$ cat src/logic/qspi_csr_pkg.sv
/*
 * QSPI CSR shared definitions
 * Register offsets, write masks, reset values and the packed
 * structs passed between APB decode, register file and readback.
 */
package qspi_csr_pkg;

  localparam int addr_w    = 12;
  localparam int data_w    = 32;
  localparam int strb_w    = 4;
  localparam int clk_div_w = 4;

  // ----------------------------------------------------------
  // Register map
  // ----------------------------------------------------------
  localparam logic [addr_w-1:0] id_addr       = 12'h000;
  localparam logic [addr_w-1:0] ctrl_addr     = 12'h004;
  localparam logic [addr_w-1:0] status_addr   = 12'h008;
  localparam logic [addr_w-1:0] int_en_addr   = 12'h00C;
  localparam logic [addr_w-1:0] int_stat_addr = 12'h010;
  localparam logic [addr_w-1:0] clk_div_addr  = 12'h014;
  localparam logic [addr_w-1:0] cmd_cfg_addr  = 12'h024;
  localparam logic [addr_w-1:0] cmd_op_addr   = 12'h028;
  localparam logic [addr_w-1:0] cmd_addr_addr = 12'h02C;
  localparam logic [addr_w-1:0] cmd_len_addr  = 12'h030;

  localparam logic [data_w-1:0] id_value = 32'h1A00_1081;

  // Writable bits per register
  localparam logic [data_w-1:0] ctrl_wmask    = 32'h0000_023F;
  localparam logic [data_w-1:0] clk_div_wmask = 32'h0000_000F;
  localparam logic [data_w-1:0] cmd_cfg_wmask = 32'h0000_3FFF;
  localparam logic [data_w-1:0] cmd_op_wmask  = 32'h0000_FFFF;

  // CTRL write-one-to-start bit is never stored
  localparam int ctrl_trig_bit = 8;

  // Interrupt sources shared by INT_EN and INT_STAT
  localparam int int_src_n   = 2;
  localparam int int_done_bit = 0;
  localparam int int_err_bit  = 1;
  localparam logic [data_w-1:0] int_wmask = (32'h1 << int_src_n) - 32'h1;

  typedef enum logic [3:0] {
    reg_id, reg_ctrl, reg_status, reg_int_en, reg_int_stat,
    reg_clk_div, reg_cmd_cfg, reg_cmd_op, reg_cmd_addr, reg_cmd_len,
    reg_none
  } reg_idx_e;

  // One decoded APB access
  typedef struct packed {
    logic              wr;
    logic              rd;
    reg_idx_e          idx;
    logic [data_w-1:0] wdata;
    logic [strb_w-1:0] strb;
  } reg_access_t;

  typedef struct packed {
    logic enable;
    logic quad_en;
    logic cpol;
    logic cpha;
    logic lsb_first;
    logic hold_en;
  } ctrl_t;

  // Command descriptor toward the command engine
  typedef struct packed {
    logic [1:0]  cmd_lanes;
    logic [1:0]  addr_lanes;
    logic [1:0]  data_lanes;
    logic [1:0]  addr_bytes;
    logic [3:0]  dummy_cycles;
    logic        is_write;
    logic        mode_en;
    logic [7:0]  opcode;
    logic [7:0]  mode_bits;
    logic [31:0] cmd_addr;
    logic [31:0] cmd_len;
  } cmd_desc_t;

  // Stored register words
  typedef struct packed {
    logic [data_w-1:0] ctrl;
    logic [data_w-1:0] int_en;
    logic [data_w-1:0] int_stat;
    logic [data_w-1:0] clk_div;
    logic [data_w-1:0] cmd_cfg;
    logic [data_w-1:0] cmd_op;
    logic [data_w-1:0] cmd_addr;
    logic [data_w-1:0] cmd_len;
    logic              cmd_done;
  } csr_regs_t;

  localparam csr_regs_t regs_rst = '0;

endpackage

$ cat src/logic/apb_decode.sv
/*
 * APB decode
 * Zero wait-state access decode that maps the address onto a register
 * index, flags illegal writes with PSLVERR and issues the write and
 * read strobes toward the register file.
 */
`timescale 1ns/1ps

module apb_decode (
  input  logic                                psel_i,
  input  logic                                penable_i,
  input  logic                                pwrite_i,
  input  logic [qspi_csr_pkg::addr_w-1:0]     paddr_i,
  input  logic [qspi_csr_pkg::data_w-1:0]     pwdata_i,
  input  logic [qspi_csr_pkg::strb_w-1:0]     pstrb_i,
  input  logic                                busy_i,
  output qspi_csr_pkg::reg_access_t           access_o,
  output logic                                pslverr_o
);

  qspi_csr_pkg::reg_idx_e idx;
  logic                   wr_phase;
  logic                   rd_phase;
  logic                   trig_busy;
  logic                   wr_err;

  assign wr_phase = psel_i & penable_i & pwrite_i;
  assign rd_phase = psel_i & penable_i & ~pwrite_i;

  always_comb begin
    unique case (paddr_i)
      qspi_csr_pkg::id_addr:       idx = qspi_csr_pkg::reg_id;
      qspi_csr_pkg::ctrl_addr:     idx = qspi_csr_pkg::reg_ctrl;
      qspi_csr_pkg::status_addr:   idx = qspi_csr_pkg::reg_status;
      qspi_csr_pkg::int_en_addr:   idx = qspi_csr_pkg::reg_int_en;
      qspi_csr_pkg::int_stat_addr: idx = qspi_csr_pkg::reg_int_stat;
      qspi_csr_pkg::clk_div_addr:  idx = qspi_csr_pkg::reg_clk_div;
      qspi_csr_pkg::cmd_cfg_addr:  idx = qspi_csr_pkg::reg_cmd_cfg;
      qspi_csr_pkg::cmd_op_addr:   idx = qspi_csr_pkg::reg_cmd_op;
      qspi_csr_pkg::cmd_addr_addr: idx = qspi_csr_pkg::reg_cmd_addr;
      qspi_csr_pkg::cmd_len_addr:  idx = qspi_csr_pkg::reg_cmd_len;
      default:                     idx = qspi_csr_pkg::reg_none;
    endcase
  end

  // ----------------------------------------------------------
  // Error response
  // ----------------------------------------------------------
  // Trigger while the engine is busy rejects the whole CTRL write
  assign trig_busy = (idx == qspi_csr_pkg::reg_ctrl) & pstrb_i[1] &
                     pwdata_i[qspi_csr_pkg::ctrl_trig_bit] & busy_i;

  // STATUS accepts writes for its clear bit and ID takes none
  assign wr_err = (idx == qspi_csr_pkg::reg_none) |
                  (idx == qspi_csr_pkg::reg_id) | trig_busy;

  assign pslverr_o = wr_phase & wr_err;

  always_comb begin
    access_o.wr    = wr_phase & ~wr_err;
    access_o.rd    = rd_phase & (idx != qspi_csr_pkg::reg_none);
    access_o.idx   = idx;
    access_o.wdata = pwdata_i;
    access_o.strb  = pstrb_i;
  end

endmodule

$ cat src/logic/csr_regfile.sv
/*
 * QSPI CSR register file
 * Strobed, masked register writes, write-one-to-clear handling,
 * interrupt latching with a level irq, and the command start flag.
 */
`timescale 1ns/1ps

module csr_regfile (
  input  logic                                pclk,
  input  logic                                presetn,
  input  qspi_csr_pkg::reg_access_t           access_i,
  input  logic                                cmd_trigger_clr_i,
  input  logic                                cmd_done_set_i,
  input  logic                                err_set_i,
  output qspi_csr_pkg::csr_regs_t             regs_o,
  output qspi_csr_pkg::ctrl_t                 ctrl_o,
  output qspi_csr_pkg::cmd_desc_t             cmd_o,
  output logic [qspi_csr_pkg::clk_div_w-1:0]  clk_div_o,
  output logic                                cmd_start_o,
  output logic                                irq_o
);

  qspi_csr_pkg::csr_regs_t         regs_q;
  qspi_csr_pkg::csr_regs_t         regs_d;
  logic [qspi_csr_pkg::data_w-1:0] byte_en;
  logic [qspi_csr_pkg::data_w-1:0] ones_wr;
  logic [qspi_csr_pkg::data_w-1:0] ctrl_raw;
  logic                            trig;
  logic                            start_q;

  // Byte strobes expanded to a bit mask
  always_comb begin
    for (int i = 0; i < qspi_csr_pkg::strb_w; i++) begin
      byte_en[8*i +: 8] = {8{access_i.strb[i]}};
    end
  end

  // Bits written as one in enabled bytes for the W1C registers
  assign ones_wr = access_i.wdata & byte_en;

  function automatic logic [qspi_csr_pkg::data_w-1:0] merge(
    input logic [qspi_csr_pkg::data_w-1:0] cur,
    input logic [qspi_csr_pkg::data_w-1:0] wmask
  );
    merge = ((access_i.wdata & byte_en) | (cur & ~byte_en)) & wmask;
  endfunction

  // ----------------------------------------------------------
  // Command trigger
  // ----------------------------------------------------------
  // Enable is taken as it stands after this write, so one write can
  // enable and start together
  assign ctrl_raw = (access_i.wdata & byte_en) | (regs_q.ctrl & ~byte_en);
  assign trig     = access_i.wr & (access_i.idx == qspi_csr_pkg::reg_ctrl) &
                    ctrl_raw[qspi_csr_pkg::ctrl_trig_bit] & ctrl_raw[0];

  always_ff @(posedge pclk or negedge presetn) begin
    if (!presetn) begin
      start_q <= 1'b0;
    end else if (cmd_trigger_clr_i) begin
      start_q <= 1'b0;
    end else if (trig) begin
      start_q <= 1'b1;
    end
  end

  // ----------------------------------------------------------
  // Register update
  // ----------------------------------------------------------
  always_comb begin
    regs_d = regs_q;
    if (access_i.wr) begin
      unique case (access_i.idx)
        qspi_csr_pkg::reg_ctrl:
          regs_d.ctrl = merge(regs_q.ctrl, qspi_csr_pkg::ctrl_wmask);
        qspi_csr_pkg::reg_status:
          if (ones_wr[0]) regs_d.cmd_done = 1'b0;
        qspi_csr_pkg::reg_int_en:
          regs_d.int_en = merge(regs_q.int_en, qspi_csr_pkg::int_wmask);
        qspi_csr_pkg::reg_int_stat:
          regs_d.int_stat = regs_q.int_stat & ~ones_wr;
        qspi_csr_pkg::reg_clk_div:
          regs_d.clk_div = merge(regs_q.clk_div, qspi_csr_pkg::clk_div_wmask);
        qspi_csr_pkg::reg_cmd_cfg:
          regs_d.cmd_cfg = merge(regs_q.cmd_cfg, qspi_csr_pkg::cmd_cfg_wmask);
        qspi_csr_pkg::reg_cmd_op:
          regs_d.cmd_op = merge(regs_q.cmd_op, qspi_csr_pkg::cmd_op_wmask);
        qspi_csr_pkg::reg_cmd_addr:
          regs_d.cmd_addr = merge(regs_q.cmd_addr, '1);
        qspi_csr_pkg::reg_cmd_len:
          regs_d.cmd_len = merge(regs_q.cmd_len, '1);
        default: ;
      endcase
    end
    // A new event wins over a clear in the same cycle
    if (cmd_done_set_i) begin
      regs_d.int_stat[qspi_csr_pkg::int_done_bit] = 1'b1;
      regs_d.cmd_done = 1'b1;
    end
    if (err_set_i) begin
      regs_d.int_stat[qspi_csr_pkg::int_err_bit] = 1'b1;
    end
  end

  always_ff @(posedge pclk or negedge presetn) begin
    if (!presetn) begin
      regs_q <= qspi_csr_pkg::regs_rst;
    end else begin
      regs_q <= regs_d;
    end
  end

  // ----------------------------------------------------------
  // Field outputs
  // ----------------------------------------------------------
  // CTRL bit 1 has no function here and only reads back
  always_comb begin
    ctrl_o.enable    = regs_q.ctrl[0];
    ctrl_o.quad_en   = regs_q.ctrl[2];
    ctrl_o.cpol      = regs_q.ctrl[3];
    ctrl_o.cpha      = regs_q.ctrl[4];
    ctrl_o.lsb_first = regs_q.ctrl[5];
    ctrl_o.hold_en   = regs_q.ctrl[9];

    cmd_o.cmd_lanes    = regs_q.cmd_cfg[1:0];
    cmd_o.addr_lanes   = regs_q.cmd_cfg[3:2];
    cmd_o.data_lanes   = regs_q.cmd_cfg[5:4];
    cmd_o.addr_bytes   = regs_q.cmd_cfg[7:6];
    cmd_o.dummy_cycles = regs_q.cmd_cfg[11:8];
    cmd_o.is_write     = regs_q.cmd_cfg[12];
    cmd_o.mode_en      = regs_q.cmd_cfg[13];
    cmd_o.opcode       = regs_q.cmd_op[7:0];
    cmd_o.mode_bits    = regs_q.cmd_op[15:8];
    cmd_o.cmd_addr     = regs_q.cmd_addr;
    cmd_o.cmd_len      = regs_q.cmd_len;
  end

  assign clk_div_o   = regs_q.clk_div[qspi_csr_pkg::clk_div_w-1:0];
  assign cmd_start_o = start_q;
  assign irq_o       = |(regs_q.int_en[qspi_csr_pkg::int_src_n-1:0] &
                         regs_q.int_stat[qspi_csr_pkg::int_src_n-1:0]);
  assign regs_o      = regs_q;

endmodule

$ cat src/logic/csr_readback.sv
/*
 * QSPI CSR readback
 * Read data multiplexer over the stored registers, the fixed ID
 * word and the live STATUS view. Zero outside a read access.
 */
`timescale 1ns/1ps

module csr_readback (
  input  qspi_csr_pkg::reg_access_t        access_i,
  input  qspi_csr_pkg::csr_regs_t          regs_i,
  input  logic                             busy_i,
  output logic [qspi_csr_pkg::data_w-1:0]  prdata_o
);

  logic [qspi_csr_pkg::data_w-1:0] status_word;

  // Bit 0 latched done, bit 1 live busy
  assign status_word = {30'd0, busy_i, regs_i.cmd_done};

  always_comb begin
    prdata_o = '0;
    if (access_i.rd) begin
      unique case (access_i.idx)
        qspi_csr_pkg::reg_id:       prdata_o = qspi_csr_pkg::id_value;
        qspi_csr_pkg::reg_ctrl:     prdata_o = regs_i.ctrl;
        qspi_csr_pkg::reg_status:   prdata_o = status_word;
        qspi_csr_pkg::reg_int_en:   prdata_o = regs_i.int_en;
        qspi_csr_pkg::reg_int_stat: prdata_o = regs_i.int_stat;
        qspi_csr_pkg::reg_clk_div:  prdata_o = regs_i.clk_div;
        qspi_csr_pkg::reg_cmd_cfg:  prdata_o = regs_i.cmd_cfg;
        qspi_csr_pkg::reg_cmd_op:   prdata_o = regs_i.cmd_op;
        qspi_csr_pkg::reg_cmd_addr: prdata_o = regs_i.cmd_addr;
        qspi_csr_pkg::reg_cmd_len:  prdata_o = regs_i.cmd_len;
        default:                    prdata_o = '0;
      endcase
    end
  end

endmodule

$ cat src/logic/qspi_csr_top.sv
/*
 * QSPI CSR top
 * APB3/4 slave with zero wait states holding the command-mode
 * control and status registers of the QSPI controller.
 */
`timescale 1ns/1ps

module qspi_csr_top (
  input  logic                                pclk,
  input  logic                                presetn,
  // APB
  input  logic                                psel_i,
  input  logic                                penable_i,
  input  logic                                pwrite_i,
  input  logic [qspi_csr_pkg::addr_w-1:0]     paddr_i,
  input  logic [qspi_csr_pkg::data_w-1:0]     pwdata_i,
  input  logic [qspi_csr_pkg::strb_w-1:0]     pstrb_i,
  output logic [qspi_csr_pkg::data_w-1:0]     prdata_o,
  output logic                                pready_o,
  output logic                                pslverr_o,
  // Controller side
  input  logic                                busy_i,
  input  logic                                cmd_trigger_clr_i,
  input  logic                                cmd_done_set_i,
  input  logic                                err_set_i,
  output qspi_csr_pkg::ctrl_t                 ctrl_o,
  output qspi_csr_pkg::cmd_desc_t             cmd_o,
  output logic [qspi_csr_pkg::clk_div_w-1:0]  clk_div_o,
  output logic                                cmd_start_o,
  output logic                                irq_o
);

  qspi_csr_pkg::reg_access_t access;
  qspi_csr_pkg::csr_regs_t   regs;

  // Every access completes in its access phase
  assign pready_o = 1'b1;

  apb_decode decode_i (
    .psel_i    (psel_i),
    .penable_i (penable_i),
    .pwrite_i  (pwrite_i),
    .paddr_i   (paddr_i),
    .pwdata_i  (pwdata_i),
    .pstrb_i   (pstrb_i),
    .busy_i    (busy_i),
    .access_o  (access),
    .pslverr_o (pslverr_o)
  );

  csr_regfile regfile_i (
    .pclk              (pclk),
    .presetn           (presetn),
    .access_i          (access),
    .cmd_trigger_clr_i (cmd_trigger_clr_i),
    .cmd_done_set_i    (cmd_done_set_i),
    .err_set_i         (err_set_i),
    .regs_o            (regs),
    .ctrl_o            (ctrl_o),
    .cmd_o             (cmd_o),
    .clk_div_o         (clk_div_o),
    .cmd_start_o       (cmd_start_o),
    .irq_o             (irq_o)
  );

  csr_readback readback_i (
    .access_i (access),
    .regs_i   (regs),
    .busy_i   (busy_i),
    .prdata_o (prdata_o)
  );

endmodule

$ cat config.mk
export PLATFORM = sky130hd
export DESIGN_NAME = qspi_csr_top
export DESIGN_NICKNAME = d
export VERILOG_FILES = /design/src/logic/qspi_csr_pkg.sv /design/src/logic/apb_decode.sv /design/src/logic/csr_regfile.sv /design/src/logic/csr_readback.sv /design/src/logic/qspi_csr_top.sv
export SDC_FILE = /design/constraint.sdc
export NUM_CORES = 1
export LEC_CHECK = 0
export CORE_ASPECT_RATIO = 1.25
export CORE_UTILIZATION = 58
export DETAILED_ROUTE_END_ITERATION = 8
export DONT_BUFFER_PORTS = 1
export GPL_TIMING_DRIVEN = 0
export PLACE_DENSITY = 0.79
export SYNTH_ARGS = -nofsm -noshare
export SYNTH_HDL_FRONTEND = slang
export SYNTH_SLANG_ARGS = --single-unit
$ cat constraint.sdc
create_clock -name pclk -period 2.8 [get_ports pclk]
set_clock_uncertainty 0.15 [all_clocks]
set_input_delay 0.14 -clock pclk [delete_from_list [all_inputs] [get_ports pclk]]
set_output_delay 0.14 -clock pclk [all_outputs]
set_load 0.005 [all_outputs]
After elaboration in Yosys (flattened, before gate mapping)
Cells that the tools add are included.
- bits in registers: 141
- bits of input ports: 57
- output and inout bits: 140
- word-level logic and storage cells: 105
- equal/unequal tests: 20
- mux-type cells: 17
- bitwise gates (word level): 35
- reductions and logical operators: 21
- operator list (operator ; count):
    $pmux W32 S10 ; 1
    $mux W163 ; 1
    $and A32 B32 Y32 ; 4
    $mux W32 ; 3
    $not A32 Y32 ; 2
    $or A32 B32 Y32 ; 2
    $eq A12 B6 Y1 const B ; 4
    $pmux W4 S10 ; 1
    $eq A12 B4 Y1 const B ; 2
    $eq A12 B5 Y1 const B ; 2
    $reduce_and A2 Y1 ; 10
    $and A16 B16 Y16 ; 1
    $eq A4 B3 Y1 const B ; 4
    $mux W16 ; 1
    $or A16 B16 Y16 ; 1
    $and A14 B14 Y14 ; 1
    $mux W14 ; 1
    $or A14 B14 Y14 ; 1
    $reduce_bool A2 Y1 ; 7
    $and A1 B1 Y1 ; 12
    $eq A12 B3 Y1 const B ; 1
    $eq A4 B4 Y1 const B ; 3
    $logic_not A12 Y1 ; 1
    $and A10 B10 Y10 ; 1
    16 further kinds ; 26

Depth between registers and ports, before layout
Gate-level depths: netlist of run 1.
- depth after elaboration: 14
- mapped depth: 8
- gate-level depth less buffers: 5

Cells and area by module
A second synthesis of run 1 with hierarchy kept.
- cells, all modules: 965
- area total of the unflattened synthesis: 10196.0 um^2
- by module, submodules not included (module ; instances ; cells an instance ; area each (um^2) ; seq. area each (um^2)):
    csr_regfile ; 1 ; 551 ; 7008.0 ; 3528.4
    csr_readback ; 1 ; 340 ; 2632.5 ; 0.0
    apb_decode ; 1 ; 72 ; 544.3 ; 0.0
    qspi_csr_top ; 1 ; 2 ; 11.3 ; 0.0

Worst setup path before layout of run 1
No wires, ideal clock.
- kind: in2reg
- from: input paddr_i[1] in the netlist's numbering
- to: register with a tool-made name
- setup time: 0.125 ns
- arrival time: 2.213 ns
- data required time: 2.525 ns
- setup slack: 0.312 ns
- stages on the path: 7
- path buffers: 2
- cells stage by stage: or4_4 -> or2_2 -> buf_4 -> nor3_4 -> and3_1 -> buf_2 -> mux2_2
- RTL lines (element ; RTL line ; source):
    start, declared ; qspi_csr_top.sv:15 ; input logic [qspi_csr_pkg::addr_w-1:0] paddr_i,

Final worst setup path of run 1
- from: input paddr_i[1] in the netlist's numbering
- to: output prdata_o[7] in the netlist's numbering
- longest elaborated chain between the ends: 5
- elaborated cells between the ends (all ways): 25
- those cells by class: 19 x eq/ne; 3 x mux; 1 x bitwise; 2 x reduce/logical
- RTL lines (element ; RTL line ; source):
    $eq A12 B6 Y1, or another cell as far along ; apb_decode.sv:31 ; unique case (paddr_i)
    $pmux W4 S10 * ; apb_decode.sv:31 ;
    $eq A4 B4 Y1, or another cell as far along ; csr_readback.sv:23 ; unique case (access_i.idx)
    $pmux W32 S10 or $and A1 B1 Y1 (tied branches) ; csr_readback.sv:23, apb_decode.sv:61 ;
    $mux W32 * ; csr_readback.sv:22 ; if (access_i.rd) begin
    end, declared ; qspi_csr_top.sv:18 ; output logic [qspi_csr_pkg::data_w-1:0] prdata_o,
Every way passes the cells marked *; elsewhere a longest branch is shown, timed or not.

==> impl_metrics.py, run 1 <==
metrics = {
    "critical_path": {
        "endpoint_kind": "output pin",
        "start_kind": "primary input",
        "worstPathRequired_ps": 2510,
        "critPathKind": "in2out",
        "critPathMaxFanout": 9,
        "worstPathArrival_ps": 2460,
    },
    "detailed_routing": {
        "ant_nets": 0,
        "wirelength_mm": 20.0,
        "viasPerCell": 6.19,
        "first_iter_violations": 377,
        "vias": 5434,
        "first_pass_iters": 7,
        "drc_errors": 0,
        "wl_per_cell_um": 22.8,
    },
    "floorplan": {
        "pin_count": 197,
        "die_w_um": 103,
        "die_y_um": 128,
        "die_area_sq_um": 13200,
        "row_count": 45,
        "initial_utilization_pct": 60.1,
        "core_sq_um": 12300,
    },
    "pwr": {
        "p_sw_share_pct": 22.3,
        "power.density_nw_per_um2": 500,
        "intPower_mw": 3.34,
        "power_frac_seq_pct": 47.4,
        "clock_power_share_pct": 49.2,
        "peakVddDrop_mv": 0.391,
        "switchingPower_mw": 0.960,
        "leakage_nw": 4.07,
        "pwr-share-comb_pct": 3.4,
    },
    "sta": {
        "min_period_over_period_pct": 98.1,
        "rsz0062_at_grt": "no",
        "relSlewSlack_pct": 37.7,
        "timing.hold.ws_ps": -722,
        "tightest_slew_ps": 934,
        "fmax_mhz": 364,
        "drv_slew": 0,
        "layout_min_cycle_time_ps": 2750,
        "setup_viol": 0,
        "hold_viol": 141,
    },
    "global_route": {
        "antenna_found_initial": 0,
        "grt_overflow": 0,
        "grt_pass1_vias": 5491,
        "grt_max_degree": 142,
        "grt.total_usage_pct": 30.9,
        "grt_pass1_wl_mm": 30.3,
    },
    "place": {
        "gp_congestion": 0.964,
        "numPortBuffers": 0,
        "hpwl_mm": 13.5,
        "placed_area_sq_um": 7580,
    },
    "final_layout": {
        "n_antenna_cell": 0,
        "drive_gt1_share_pct": 40.6,
        "syn2layout_area_growth_pct": 16.6,
        "nNetsFinal": 758,
        "finalInstanceArea_sq_um": 8610,
    },
    "synth": {
        "ys_types": 50,
        "yosysMostFrequentCell": "dfrtp_1",
        "ys_seq_elements": 141,
        "syn_nets": 696,
        "synthCells": 639,
        "synth-edff-count": 0,
        "async_flop_share_pct": 100,
        "netlist_top_cells_count": "dfrtp_1, mux2_2, buf_4, nand2_1",
        "avgSynthCellArea_sq_um": 11.5,
        "ys_seq_area_share_pct": 47.8,
        "synthTopCellsByArea": "dfrtp_1, mux2_2, buf_4, a21boi_0, nand2_1",
        "ys.warnings.count": 0,
        "synth_top_cell_area_share_pct": 47.8,
        "synth-main-ff-cell": "dfrtp_1",
        "synth_area_sq_um": 7380,
        "synth_area_leader_cell": "dfrtp_1",
    },
    "clock_tree": {
        "ctsHoldBuffers": 41,
        "clock_path_buffers": 2,
        "cts_sinks": 141,
        "htreeDepth": 4,
        "clkLatencyLatePin_ps": 410,
        "cts_tree": "built",
        "cts_buffers": 17,
        "cts-root-buf": "clkbuf_16",
        "clkSlewWorstSetupHoldPaths_ps": 60,
    },
    "status": {
        "violations": "hold timing",
        "status": "finished, violations left",
    },
    "run": {
        "max_cap_viol_count": 0,
    },
    "min_path": {
        "hold_path.class": "in2async",
    },
}
[area by class of cell]
cell class	count	area, sq um
plain buffers	129	908
clock buffers	18	439
clock inverters	14	121
fillers	904	3670
inverters	4	15.0
multi-input cells	365	2960
flip-flops and latches	141	3530
well taps	164	205
repair buffers	43	425
[critical path, cell delays in order]
cell and delay [ps]:
or4_4 570, or2_2 320, buf_4 200, nor3_1 730, a221oi_1 120, a31oi_1 380
[layout by cell type, fill, tap and decap left out, types with 4 or more instances in the layout]
cell type | Yosys | final
a221oi_1 | 7 | 7
nor3_1 | 5 | 5
a22oi_1 | 15 | 15
a21o_1 | 4 | 4
clkbuf_1 | 11 | 7
buf_2 | 9 | 8
o21ai_0 | 6 | 6
dfrtp_1 | 141 | 141
clkbuf_2 | 0 | 4
and3_1 | 5 | 5
mux2i_1 | 8 | 8
buf_4 | 106 | 109
or4_1 | 5 | 5
mux2_2 | 118 | 118
nand3_1 | 6 | 6
clkinv_2 | 0 | 5
nand2_1 | 51 | 51
dlygate4sd3_1 | 0 | 41
nor2_1 | 20 | 19
a21boi_0 | 29 | 29
a21oi_1 | 29 | 29
a31oi_1 | 4 | 4
clkinv_4 | 0 | 4
clkbuf_16 | 0 | 17
a222oi_1 | 11 | 11
[logic make-up (layout without fill, tap and decap cells)]
| group | Yosys count | count (layout) | synth area share [%] |
|---|---|---|---|
| flops | 141 | 141 | 47.8 |
| compound gates | 116 | 116 | 11.2 |
| other cells | 1 | 1 | 0.0508 |
| buf+inv | 133 | 208 | 12.4 |
| mux | 126 | 126 | 19.1 |
| simple gates | 122 | 122 | 9.44 |
[worst paths after layout]
check                                     from                         end  slack (ps)  depth (start not counted)
max                                 paddr_i[1]                 prdata_o[7]          50                          6
min                                    presetn  asynchronous set/reset pin        -720                          0
max reg2reg                regfile_i.ctrl_o[5]       regfile_i.cmd_start_o        1070                          5
min reg2reg                regfile_i.regs_o[0]         regfile_i.regs_o[0]         360                          1
max in group asynchronous              presetn       regfile_i.regs_o[163]        2950                          0
min in group pclk                   pstrb_i[0]                        flop          10                          2
[power groups by stage]
stage / Sequential (mW) / Combinational (mW) / Clock, mW
after floorplan: 2.08 / 0.0561 / 0
after global placement: 2.08 / 0.0732 / 0
after detailed placement: 2.08 / 0.0737 / 0
after CTS: 2.04 / 0.140 / 2.13
after global routing: 2.04 / 0.153 / 2.23
final: 2.04 / 0.146 / 2.12
[routing by layer]
metal	up-vias	GRT usage, %	part of all wire, %
met5	-	0	0
met4	0	13.2	3.2
met3	49	8.07	7.0
met2	272	51.6	50
met1	2770	37.7	40
li1	2343	-	-
[timing repair]
item | 4_1_cts | 5_1_grt
endpoints found under the hold margin | 282 | 141
cloned | 0 | 0
buffers inserted | 0 | 2
endpoints found under the setup margin | 30 | 22
pin swaps | 0 | 1
gates resized for setup | 6 | 5
[through the flow]
step / util [%] / power, mW / worst slack (ps) / std cells / setup TNS [ps]
after floorplan: - / 2.13 / 312 / 639 / 0
after global placement: 61.8 / 2.15 / -424 / 803 / -13150
after detailed placement: 61.8 / 2.15 / -392 / 803 / -12770
after CTS: 69.8 / 4.31 / 63.0 / 876 / 0
after global routing: 70.1 / 4.43 / 15.5 / 878 / 0
final: 70.1 / 4.30 / 53.1 / 878 / 0
(Power assumes the default switching activity.)
==> inputs of run 2 (changes only) <==
RECOVER_POWER = 100   (was unset)
==> run 2 against run 1 <==
  * The flow still finishes with violations (hold timing)
  * Worst setup slack gained 19 ps
  * Final cell count stayed put
  * Cell area fell by 1.6%
  * Routed wire length down 0.68%
  * Count of clock-buffer cells in the layout unchanged
  * Non-clock buffer count unchanged
==> impl_metrics.py, run 2 (synthesis results as in run 1) <==
metrics = {
    "clock_tree": {
        "cts_sinks": 141,
        "htreeDepth": 4,
        "clock_path_buffers": 2,
        "cts-root-buf": "clkbuf_16",
        "clkLatencyLatePin_ps": 410,
        "clkSlewWorstSetupHoldPaths_ps": 60,
        "cts_tree": "built",
        "ctsHoldBuffers": 41,
        "cts_buffers": 17,
    },
    "sta": {
        "min_period_over_period_pct": 97.4,
        "timing.hold.ws_ps": -724,
        "drv_slew": 0,
        "fmax_mhz": 367,
        "setup_viol": 0,
        "rsz0062_at_grt": "no",
        "tightest_slew_ps": 1190,
        "worst_slack_ps": 72.2,
        "relSlewSlack_pct": 19.7,
        "layout_min_cycle_time_ps": 2730,
        "setup_tns_ps": 0,
        "hold_viol": 141,
    },
    "final_layout": {
        "finalInstanceArea_sq_um": 8470,
        "n_antenna_cell": 0,
        "layout_common_cells": "dfrtp_1, mux2_2, clkbuf_4",
        "regArea_sq_um": 3530,
        "nNetsFinal": 758,
        "fillers": 943,
        "drive_gt1_share_pct": 36.0,
        "multi_input_area_sq_um": 2930,
        "mostFrequentLayoutCell": "dfrtp_1",
        "syn2layout_area_growth_pct": 14.8,
    },
    "critical_path": {
        "r2r-start": "regfile_i.ctrl_o[5]",
        "cp_cell_sequence": "or4_1 > or4_1 > nor2_4 > buf_4 > clkbuf_2 > nand2_1 > a21oi_1",
        "cp_common_cell": "or4_1",
        "worstRegToRegCells": 5,
        "r2r_end": "regfile_i.cmd_start_o",
        "start_kind": "primary input",
        "critPathMaxFanout": 10,
        "endpoint_kind": "output pin",
        "critPathKind": "in2out",
        "worstPathArrival_ps": 2440,
        "crit_path_top_delay_cell": "or4_1",
        "rrSetupSlack_ps": 1070,
        "slowest_delay_ps": 620,
        "worstPathRequired_ps": 2510,
    },
    "detailed_routing": {
        "first_pass_iters": 6,
        "first_iter_violations": 389,
        "ant_nets": 0,
        "drc_errors": 0,
        "viasPerCell": 6.21,
        "wl_per_cell_um": 22.6,
        "vias": 5448,
        "wirelength_mm": 19.8,
    },
    "global_route": {
        "grt_use_met3_pct": 8.07,
        "grt_util_met1_pct": 37.7,
        "antenna_found_initial": 0,
        "grt.total_usage_pct": 30.9,
        "grt_pass1_vias": 5491,
        "grt_overflow": 0,
        "grt_pass1_wl_mm": 30.3,
        "met2_usage_pct": 51.6,
        "gr-max-usage-layer": "met2",
        "grt_max_degree": 142,
    },
    "pwr": {
        "leakage_nw": 3.87,
        "power.density_nw_per_um2": 508,
        "peakVddDrop_mv": 0.392,
        "p_total_mw": 4.30,
    },
    "floorplan": {
        "pin_count": 197,
        "die_w_um": 103,
        "initial_utilization_pct": 60.1,
        "die_y_um": 128,
        "core_sq_um": 12300,
        "row_count": 45,
        "die_area_sq_um": 13200,
    },
    "place": {
        "pre_cts_ws_ps": -392,
        "placed_area_sq_um": 7580,
        "numPortBuffers": 0,
        "hpwl_mm": 13.5,
        "gp_congestion": 0.964,
    },
    "status": {
        "violations": "hold timing",
        "status": "finished, violations left",
    },
    "run": {
        "max_cap_viol_count": 0,
    },
    "min_path": {
        "hold_path.class": "in2async",
    },
}
==> run 2: cell types whose count changed in the layout (fill, tap and decap cells not counted), moves of 3 or more <==
cell	change
buf_4	-105
clkbuf_4	+80
clkbuf_1	+29
buf_2	-5
nand3_1	+3
nand3_2	-3
==> run 2: per-layer routing <==
| layer | vias to the layer above | routed length, um |
|---|---|---|
| met5 | - | 0 |
| met4 | 0 | 600 |
| met3 | 47 | 1460 |
| met2 | 252 | 9960 |
| met1 | 2798 | 7830 |
| li1 | 2351 | - |
==> run 2: how the worst max path moves through the flow <==
stage	startpoint	to	slack, ps
5_1_grt	paddr_i[7]	prdata_o[16]	10
3_5_place_dp	paddr_i[5]	prdata_o[9]	-390
2_1_floorplan	paddr_i[1]	flop	310
6_report	paddr_i[7]	prdata_o[16]	70
3_3_place_gp	paddr_i[5]	prdata_o[9]	-420
4_1_cts	paddr_i[1]	prdata_o[16]	60
==> run 2: cell type report <==
class / count / area share, %
Buffer: 129 / 9.53
Tap cell: 164 / 2.42
Clock buffer: 18 / 5.19
Clock inverter: 14 / 1.43
Sequential cell: 141 / 41.7
Multi-Input combinational cell: 365 / 34.6
Inverter: 4 / 0.177
Timing Repair Buffer: 43 / 4.98
==> run 2: repair_timing <==
item	CTS	global route
setup endpoints to repair	30	22
setup buffers	0	2
pin swaps	0	1
resized for setup	6	5
hold endpoints to repair	282	141
==> run 2: critical path, delay by kind of cell <==
family          cells  cell delay (ps)
compound gates      1              250
buf+inv             2              530
simple gates        4             1500
==> run 2: through the flow <==
step                      std cells  util, %
final                           878     69.0
after CTS                       876     69.8
after detailed placement        803     61.8
after floorplan                 639        -
after global placement          803     61.8
after global routing            878     69.0
==> run 2: power by group <==
group	switching [mW]	total (mW)	internal, mW
sequential	0.000736	2.04	2.04
combinational	0.0821	0.144	0.0614
clock	0.873	2.12	1.24
